`config.mk`:
```
export PLATFORM = sky130hd
export DESIGN_NAME = io_bridge_top
export DESIGN_NICKNAME = d
export VERILOG_FILES = /design/src/logic/io_bridge_pkg.sv /design/src/logic/axil_if.sv /design/src/logic/axil_io_master.sv /design/src/logic/resp_lane_pack.sv /design/src/logic/axil_reg_file.sv /design/src/logic/io_bridge_top.sv
export VERILOG_INCLUDE_DIRS = /design/src /design/src/logic
export SDC_FILE = /design/constraint.sdc
export NUM_CORES = 1
export LEC_CHECK = 0
export BUFFER_PORTS_ARGS = -buffer_cell sky130_fd_sc_hd__buf_2
export CAP_MARGIN = 20
export CORE_ASPECT_RATIO = 0.8
export CORE_MARGIN = 1.5
export CORE_UTILIZATION = 42
export DETAILED_ROUTE_END_ITERATION = 10
export PLACE_DENSITY_LB_ADDON = 0.08
export SYNTH_ARGS = -nofsm -noshare
export SYNTH_HDL_FRONTEND = slang
export SYNTH_SLANG_ARGS = --single-unit
```
`constraint.sdc`:
```
create_clock -name clk_i -period 6.7 [get_ports clk_i]
set_clock_uncertainty 0.2 [all_clocks]
set_input_delay 0.335 -clock clk_i [delete_from_list [all_inputs] [get_ports clk_i]]
set_output_delay 0.335 -clock clk_i [all_outputs]
set_load 0.01 [all_outputs]
```
`src/logic/io_bridge_cfg.svh`:
```
`ifndef IO_BRIDGE_CFG_SVH
`define IO_BRIDGE_CFG_SVH

// I/O side of the bridge
`define IO_DATA_WIDTH 64
`define IO_ADDR_WIDTH 32

// Internal AXI4-Lite bus
`define AXIL_DATA_WIDTH 32
`define AXIL_ADDR_WIDTH 32

// Number of 32-bit registers behind the bus
`define REG_COUNT 16

`endif

```
`src/logic/io_bridge_pkg.sv`:
```
`include "io_bridge_cfg.svh"

package io_bridge_pkg;

  typedef logic [`IO_ADDR_WIDTH-1:0]     io_addr_t;
  typedef logic [`IO_DATA_WIDTH-1:0]     io_data_t;
  typedef logic [`AXIL_DATA_WIDTH-1:0]   axil_data_t;
  typedef logic [`AXIL_DATA_WIDTH/8-1:0] axil_strb_t;

  // Command message types
  typedef logic [1:0] io_msg_t;
  localparam io_msg_t MSG_RD    = 2'b00;
  localparam io_msg_t MSG_WR    = 2'b01;
  localparam io_msg_t MSG_UC_RD = 2'b10;
  localparam io_msg_t MSG_UC_WR = 2'b11;

  // Size as log2 of the byte count
  typedef logic [1:0] io_size_t;
  localparam io_size_t SIZE_1 = 2'b00;
  localparam io_size_t SIZE_2 = 2'b01;
  localparam io_size_t SIZE_4 = 2'b10;

  typedef logic [1:0] axil_resp_t;
  localparam axil_resp_t RESP_OKAY   = 2'b00;
  localparam axil_resp_t RESP_SLVERR = 2'b10;

  typedef enum logic [2:0] {
    READY,
    WRITE_ADDR_TX,
    WRITE_DATA_TX,
    WRITE_RESP_RX,
    READ_DATA_RX
  } master_state_e;

endpackage

```
`src/logic/axil_if.sv`:
```
`timescale 1ns/100ps
`include "io_bridge_cfg.svh"

interface axil_if;
  import io_bridge_pkg::*;

  // Write address channel
  logic [`AXIL_ADDR_WIDTH-1:0] awaddr;
  logic                        awvalid;
  logic                        awready;

  // Write data channel
  axil_data_t                  wdata;
  axil_strb_t                  wstrb;
  logic                        wvalid;
  logic                        wready;

  // Write response channel
  axil_resp_t                  bresp;
  logic                        bvalid;
  logic                        bready;

  // Read address channel
  logic [`AXIL_ADDR_WIDTH-1:0] araddr;
  logic                        arvalid;
  logic                        arready;

  // Read data channel
  axil_data_t                  rdata;
  axil_resp_t                  rresp;
  logic                        rvalid;
  logic                        rready;

  modport master (
    output awaddr, awvalid, wdata, wstrb, wvalid, bready, araddr, arvalid, rready,
    input  awready, wready, bresp, bvalid, arready, rdata, rresp, rvalid
  );

  modport slave (
    input  awaddr, awvalid, wdata, wstrb, wvalid, bready, araddr, arvalid, rready,
    output awready, wready, bresp, bvalid, arready, rdata, rresp, rvalid
  );

endinterface

```
`src/logic/axil_io_master.sv`:
```
`timescale 1ns/100ps
`include "io_bridge_cfg.svh"

module axil_io_master (
  input  logic                     clk_i,
  input  logic                     reset_i,

  input  io_bridge_pkg::io_msg_t   cmd_msg_i,
  input  io_bridge_pkg::io_addr_t  cmd_addr_i,
  input  io_bridge_pkg::io_size_t  cmd_size_i,
  input  io_bridge_pkg::io_data_t  cmd_data_i,
  input  logic                     cmd_v_i,
  output logic                     cmd_yumi_o,

  output io_bridge_pkg::io_msg_t   resp_msg_o,
  output io_bridge_pkg::io_addr_t  resp_addr_o,
  output io_bridge_pkg::io_size_t  resp_size_o,
  output logic                     resp_v_o,
  output logic                     resp_err_o,
  input  logic                     resp_ready_i,

  axil_if.master                   axil
);
  import io_bridge_pkg::*;

  master_state_e state_r;
  master_state_e state_n;
  axil_strb_t    strb_base;
  logic          is_write;

  assign is_write = cmd_msg_i inside {MSG_WR, MSG_UC_WR};

  // Response header is the held command header
  assign resp_msg_o  = cmd_msg_i;
  assign resp_addr_o = cmd_addr_i;
  assign resp_size_o = cmd_size_i;

  // Payload follows the command directly
  assign axil.awaddr = cmd_addr_i;
  assign axil.araddr = cmd_addr_i;
  assign axil.wdata  = cmd_data_i[`AXIL_DATA_WIDTH-1:0];

  // Strobe ones for the size, then moved to the addressed lane
  always_comb
  begin
    case (cmd_size_i)
      SIZE_1:  strb_base = 4'b0001;
      SIZE_2:  strb_base = 4'b0011;
      default: strb_base = 4'b1111;
    endcase
  end

  assign axil.wstrb = strb_base << cmd_addr_i[1:0];

  always_comb
  begin
    state_n      = state_r;
    cmd_yumi_o   = 1'b0;
    resp_v_o     = 1'b0;
    resp_err_o   = 1'b0;
    axil.awvalid = 1'b0;
    axil.wvalid  = 1'b0;
    axil.bready  = 1'b0;
    axil.arvalid = 1'b0;
    axil.rready  = 1'b0;

    case (state_r)
      READY:
      begin
        if (cmd_v_i && is_write)
        begin
          axil.awvalid = 1'b1;
          axil.wvalid  = 1'b1;
          // Whichever channel is left over gets its own state
          if (axil.awready && axil.wready)
            state_n = WRITE_RESP_RX;
          else if (axil.awready)
            state_n = WRITE_DATA_TX;
          else if (axil.wready)
            state_n = WRITE_ADDR_TX;
        end
        else if (cmd_v_i)
        begin
          axil.arvalid = 1'b1;
          if (axil.arready)
            state_n = READ_DATA_RX;
        end
      end

      WRITE_ADDR_TX:
      begin
        axil.awvalid = 1'b1;
        if (axil.awready)
          state_n = WRITE_RESP_RX;
      end

      WRITE_DATA_TX:
      begin
        axil.wvalid = 1'b1;
        if (axil.wready)
          state_n = WRITE_RESP_RX;
      end

      WRITE_RESP_RX:
      begin
        // B beat and I/O response retire together
        axil.bready = resp_ready_i;
        resp_v_o    = axil.bvalid;
        resp_err_o  = axil.bvalid && (axil.bresp == RESP_SLVERR);
        cmd_yumi_o  = axil.bvalid && resp_ready_i;
        if (cmd_yumi_o)
          state_n = READY;
      end

      READ_DATA_RX:
      begin
        axil.rready = resp_ready_i;
        resp_v_o    = axil.rvalid;
        resp_err_o  = axil.rvalid && (axil.rresp == RESP_SLVERR);
        cmd_yumi_o  = axil.rvalid && resp_ready_i;
        if (cmd_yumi_o)
          state_n = READY;
      end

      default:
      begin
        state_n = READY;
      end
    endcase
  end

  always_ff @(posedge clk_i)
  begin
    if (reset_i)
      state_r <= READY;
    else
      state_r <= state_n;
  end

endmodule

```
`src/logic/resp_lane_pack.sv`:
```
`timescale 1ns/100ps
`include "io_bridge_cfg.svh"

module resp_lane_pack (
  input  io_bridge_pkg::axil_data_t rdata_i,
  input  logic [1:0]                offset_i,
  input  io_bridge_pkg::io_size_t   size_i,
  output io_bridge_pkg::io_data_t   data_o
);
  import io_bridge_pkg::*;

  axil_data_t shifted;

  // Addressed byte moved down to bit 0
  assign shifted = rdata_i >> (8 * offset_i);

  // Narrow data repeated to fill the whole I/O word
  always_comb
  begin
    case (size_i)
      SIZE_1:
        data_o = {(`IO_DATA_WIDTH / 8){shifted[7:0]}};
      SIZE_2:
        data_o = {(`IO_DATA_WIDTH / 16){shifted[15:0]}};
      default:
        data_o = {(`IO_DATA_WIDTH / `AXIL_DATA_WIDTH){shifted}};
    endcase
  end

endmodule

```
`src/logic/axil_reg_file.sv`:
```
`timescale 1ns/100ps
`include "io_bridge_cfg.svh"

module axil_reg_file (
  input  logic   clk_i,
  input  logic   reset_i,
  axil_if.slave  axil
);
  import io_bridge_pkg::*;

  localparam int IDX_W = $clog2(`REG_COUNT);
  localparam int BYTES = `AXIL_DATA_WIDTH / 8;
  localparam logic [`AXIL_ADDR_WIDTH-1:0] ADDR_LIMIT = `AXIL_ADDR_WIDTH'(`REG_COUNT * 4);

  axil_data_t                  regs_r [`REG_COUNT];
  logic [`AXIL_ADDR_WIDTH-1:0] awaddr_r;
  logic                        aw_held_r;
  logic                        bvalid_r;
  axil_resp_t                  bresp_r;
  logic                        rvalid_r;
  axil_resp_t                  rresp_r;
  axil_data_t                  rdata_r;
  logic                        w_fire;
  logic                        ar_fire;
  logic                        w_in_range;
  logic                        r_in_range;

  // Data is accepted only after its address is held
  assign axil.awready = ~aw_held_r;
  assign axil.wready  = aw_held_r & ~bvalid_r;
  assign axil.arready = ~rvalid_r;

  assign axil.bvalid = bvalid_r;
  assign axil.bresp  = bresp_r;
  assign axil.rvalid = rvalid_r;
  assign axil.rresp  = rresp_r;
  assign axil.rdata  = rdata_r;

  assign w_fire     = axil.wvalid & axil.wready;
  assign ar_fire    = axil.arvalid & axil.arready;
  assign w_in_range = awaddr_r < ADDR_LIMIT;
  assign r_in_range = axil.araddr < ADDR_LIMIT;

  always_ff @(posedge clk_i)
  begin
    if (reset_i)
    begin
      aw_held_r <= 1'b0;
      bvalid_r  <= 1'b0;
      rvalid_r  <= 1'b0;
    end
    else
    begin
      if (axil.awvalid && axil.awready)
        aw_held_r <= 1'b1;
      else if (w_fire)
        aw_held_r <= 1'b0;

      if (w_fire)
        bvalid_r <= 1'b1;
      else if (axil.bready)
        bvalid_r <= 1'b0;

      if (ar_fire)
        rvalid_r <= 1'b1;
      else if (axil.rready)
        rvalid_r <= 1'b0;
    end
  end

  // Response payload, loaded with its valid
  always_ff @(posedge clk_i)
  begin
    if (axil.awvalid && axil.awready)
      awaddr_r <= axil.awaddr;
    if (w_fire)
      bresp_r <= w_in_range ? RESP_OKAY : RESP_SLVERR;
    if (ar_fire)
    begin
      rresp_r <= r_in_range ? RESP_OKAY : RESP_SLVERR;
      rdata_r <= r_in_range ? regs_r[axil.araddr[IDX_W+1:2]] : '0;
    end
  end

  // Strobed byte writes, out-of-range writes dropped
  always_ff @(posedge clk_i)
  begin
    if (reset_i)
    begin
      for (int i = 0; i < `REG_COUNT; i++)
        regs_r[i] <= '0;
    end
    else if (w_fire && w_in_range)
    begin
      for (int b = 0; b < BYTES; b++)
        if (axil.wstrb[b])
          regs_r[awaddr_r[IDX_W+1:2]][8*b +: 8] <= axil.wdata[8*b +: 8];
    end
  end

endmodule

```
`src/logic/io_bridge_top.sv`:
```
`timescale 1ns/100ps

module io_bridge_top (
  input  logic                     clk_i,
  input  logic                     reset_i,

  input  io_bridge_pkg::io_msg_t   cmd_msg_i,
  input  io_bridge_pkg::io_addr_t  cmd_addr_i,
  input  io_bridge_pkg::io_size_t  cmd_size_i,
  input  io_bridge_pkg::io_data_t  cmd_data_i,
  input  logic                     cmd_v_i,
  output logic                     cmd_yumi_o,

  output io_bridge_pkg::io_msg_t   resp_msg_o,
  output io_bridge_pkg::io_addr_t  resp_addr_o,
  output io_bridge_pkg::io_size_t  resp_size_o,
  output io_bridge_pkg::io_data_t  resp_data_o,
  output logic                     resp_err_o,
  output logic                     resp_v_o,
  input  logic                     resp_ready_i
);

  axil_if axil ();

  axil_io_master u_master (
    .clk_i        (clk_i),
    .reset_i      (reset_i),
    .cmd_msg_i    (cmd_msg_i),
    .cmd_addr_i   (cmd_addr_i),
    .cmd_size_i   (cmd_size_i),
    .cmd_data_i   (cmd_data_i),
    .cmd_v_i      (cmd_v_i),
    .cmd_yumi_o   (cmd_yumi_o),
    .resp_msg_o   (resp_msg_o),
    .resp_addr_o  (resp_addr_o),
    .resp_size_o  (resp_size_o),
    .resp_v_o     (resp_v_o),
    .resp_err_o   (resp_err_o),
    .resp_ready_i (resp_ready_i),
    .axil         (axil.master)
  );

  // Read data lane select uses the held command fields
  resp_lane_pack u_lane_pack (
    .rdata_i  (axil.rdata),
    .offset_i (cmd_addr_i[1:0]),
    .size_i   (cmd_size_i),
    .data_o   (resp_data_o)
  );

  axil_reg_file u_reg_file (
    .clk_i   (clk_i),
    .reset_i (reset_i),
    .axil    (axil.slave)
  );

endmodule

```
==> metrics.md <==
| Metric | Value |
|---|---|
| Status | complete, no violations |
| Num rows | approximately 80 |
| Worst path bufs/invs | 1 |
| Synth area leaders | edfxtp_1 64%, mux4_2 11%, nor2_1 5.3% |
| CP max FO | 21 |
| Worst setup EP type | flop |
| Antenna violations before repair | 9 |
| Final Hold Fails | 0 |
| Ys flop type | edfxtp_1 |
| Avg Cell Area, Syn | between 10 and 15 sq um |
| Worst endpoint data arrival time | roughly 4500 ps |
| Dpl cells | 2,774 |
| Reg power frac | between 50% and 60% |
| Worst-Margin Slew | between 1000 and 1500 ps |
| Max Slew Vio Count | 0 |
| Netlist cell types | 50 |
| Syn-to-layout area delta | 13.62% |
| R2R Setup Slk | 2290 ps |
| Ports | around 210 |
| Die area | around 66,000 sq um |
| Die W | roughly 290 um |
| Period minus WS final | ~4400 ps |
| Count leader, synth | edfxtp_1 |
| Hold Path Class | input port to flop |
| Net switching power | roughly 1900 uW |
| #FFs+latches synth | approximately 580 |
| Clock Path Buffers | 3 |
| Int Pwr | 6187 uW |
| Slew margin rel. | 25.67% |
| I/O Buffers | around 170 |
| Top cell type's share of synthesized area | ~64% |
| HPWL after DPL | 50,040 um |
| Final Setup Violations | 0 |
| PD cells | 264.3 nW/um^2 |
| Peak supply drop | approximately 0.00018 V |
| Post-Syn Instances | between 1.5k and 2k |
| Clock Power Share | 40.2% |
| Number of routed nets with antenna violations | 0 |
| Yosys warns | 0 |
| Number of global-route vias before repair | roughly 17k |
| Pre-antenna DRT Iters | 5 |
| Worst Setup Start Kind | flop |
| WP depth | 5 |
| WP data required | just under 7000 ps |
| Crit-path max cell delay | approximately 1100 ps |
| Root Driver | clkbuf_16 |
| Vias per std cell | 5.847 |
| Reg2reg path depth | 5 |
| Setup TNS | 0 ps |
| Post-synth top cells | 576 x edfxtp_1, 381 x nor2_1, 150 x nor4_1 |
| CP max stage cell | o21ai_0 |
| RR Endpoint | u_reg_file.regs_r[14][18] |
| WL final | just under 80,000 um |
| TritonCTS clock tree | yes |
| Largest area contributor in the netlist | edfxtp_1 |
| CTS buffer count | 60 |
| Pleak | ~0.010 uW |
| Critical path endpoint | u_reg_file.regs_r[14][18] |
| Mapped Nets | a little over 2k |
| Worst-skew pair later-pin latency | 640 ps |
| Via count | 17.17k |
| Layout net count | between 2k and 2.5k |
| Routed len/inst | roughly 27 um |
| Die height | between 200 and 250 um |
| Synth async-reset ratio | 0% |
| Register area share after synthesis | about 65% |
| Aggregate global routing overflow | 0 |
| RePlAce Congestion | approximately 0.81 |
| R2R Path Start | u_master.state_r[2] |
| Core Box Area | ~63,000 sq um |
| First-pass GRT wire length | 114,700 um |
| Logic pwr share | ~8.3% |
| Max-Cap Viols | 0 |
| DRC Markers | 0 |
| RSZ-0062 raised after global routing | false |
| CP Cell Sequence | or4b_4 > nor2_4 > nand4_2 > o21ai_0 > buf_4 |
| Critical path type | flop to flop |
| CTS H-tree lvls | 2 |
| Clock Sinks | just under 600 |
| Post-CTS Repair Setup Buffers | 0 |
| DRT iter0 DRCs | roughly 1.8k |
| Sw Ratio | a little under a quarter |
| Pin count of the biggest net entering global routing | about 100 |
| Crit share post-route | approximately two thirds |
| Worst-path clk slew | ~60 ps |
| Final std cells w/o fill | ~2.9k |
| Layout cells sized above 1 | around 24% |
| Crit path from | u_master.state_r[2] |
| Gr usage total | about a quarter |
| Post-CTS Resized | 0 |
| Cell Area, Synth | 26,880 sq um |
| Crit path max-delay family | simple AND/OR/NAND/NOR gates |
| Max Clk Rate | approximately 230 MHz |
| Number of flops mapped to enable cells by yosys | between 500 and 600 |
| Initial core utilization | between 40 and 50% |
logic make-up after synthesis:
logic type             Yosys count  synth area share, %
buffers and inverters          265                5.139
AND/OR/NAND/NOR                689                12.41
flip-flops                     582                64.80
AO/OA/AOI/OAI                  171                3.989
multiplexers                   206                13.66
worst reg2reg max path, cell delays in order (launching register included):
cell     delay (ps)
dfxtp_1         390
or4b_4          590
nor2_4          650
nand4_2         900
o21ai_0        1090
buf_4           270
what timing repair did:
item / in CTS / in global routing
endpoints found under the hold margin: 57 / 0
hold buffers: 46 / 0
endpoints found under the setup margin: 0 / 0
placed cells by master (no fill, tap or decap), types with 14 or more instances in the layout:
master           n
edfxtp_1       576
nor2_1         381
buf_2          172
nor4_1         148
mux4_2         128
buf_4           88
mux2i_1         71
o21ai_0         69
clkbuf_16       61
nand2_1         58
dlygate4sd3_1   46
o22ai_1         40
a211oi_1        35
nor3_1          26
inv_1           25
clkbuf_1        18
nand3_1         15
clkinv_2        14
final cells by class:
class | instances | area (sq um)
diodes | 2 | 5.005
well taps | 840 | 1051
clock buffers | 79 | 1594
clock inverters | 33 | 260.3
repair buffers | 308 | 2003
inverters | 26 | 97.59
fillers | 5533 | 32460
multi-input cells | 1066 | 8112
flip-flops and latches | 582 | 17420
metal layers:
layer / vias to the layer above / global-route usage [%] / wire, um / part of all wire (%)
met5: - / 0 / 24 / 0.030
met1: 8833 / 35.51 / 35380 / 45
met2: 641 / 37.41 / 36270 / 46
li1: 7590 / - / - / -
met3: 99 / 3.795 / 5678 / 7.2
met4: 4 / 5.142 / 1341 / 1.7
registers in the layout, summed over array words and instances, names as in the netlist:
| name | cells |
|---|---|
| u_reg_file.regs_r | 512 |
| u_reg_file.axil.rdata | 32 |
| u_reg_file.awaddr_r | 30 |
| u_master.state_r | 3 |
| u_reg_file.aw_held_r | 1 |
| u_reg_file.axil.bresp | 1 |
| u_reg_file.axil.bvalid | 1 |
| u_reg_file.axil.rresp | 1 |
| u_reg_file.axil.rvalid | 1 |
power groups by stage:
stage / sequential [uW] / combinational [uW] / clock [uW]
2_1_floorplan: 4220 / 432 / 0
3_3_place_gp: 4230 / 643 / 0
3_5_place_dp: 4240 / 647 / 0
4_1_cts: 4160 / 670 / 3280
5_1_grt: 4170 / 713 / 3420
6_report: 4160 / 668 / 3240
stage by stage:
step | util [%] | power (uW) | hold WS [ps] | area [sq um] | worst slack, ps
finish | 48.48 | 8070 | 103.8 | 30540 | 2287
global route | 48.47 | 8309 | 199.4 | 30530 | 2097
CTS | 48.45 | 8116 | 94.44 | 30520 | 2275
detailed placement | 44.78 | 4885 | 338.3 | 28210 | 2298
global placement | 44.73 | 4875 | 336.6 | 28180 | 2209
floorplan | - | 4652 | 230.6 | 26880 | 2046
worst min-delay path by stage:
stage | end | startpoint | depth (start not counted)
6_report | u_reg_file.aw_held_r | cmd_v_i | 5
5_1_grt | u_reg_file.aw_held_r | cmd_v_i | 5
4_1_cts | u_reg_file.aw_held_r | cmd_v_i | 5
3_5_place_dp | u_reg_file.awaddr_r[23] | cmd_addr_i[23] | 1
3_3_place_gp | u_reg_file.awaddr_r[23] | cmd_addr_i[23] | 1
2_1_floorplan | u_reg_file.axil.rvalid | resp_ready_i | 1
Power figures use the tool's default switching activity.
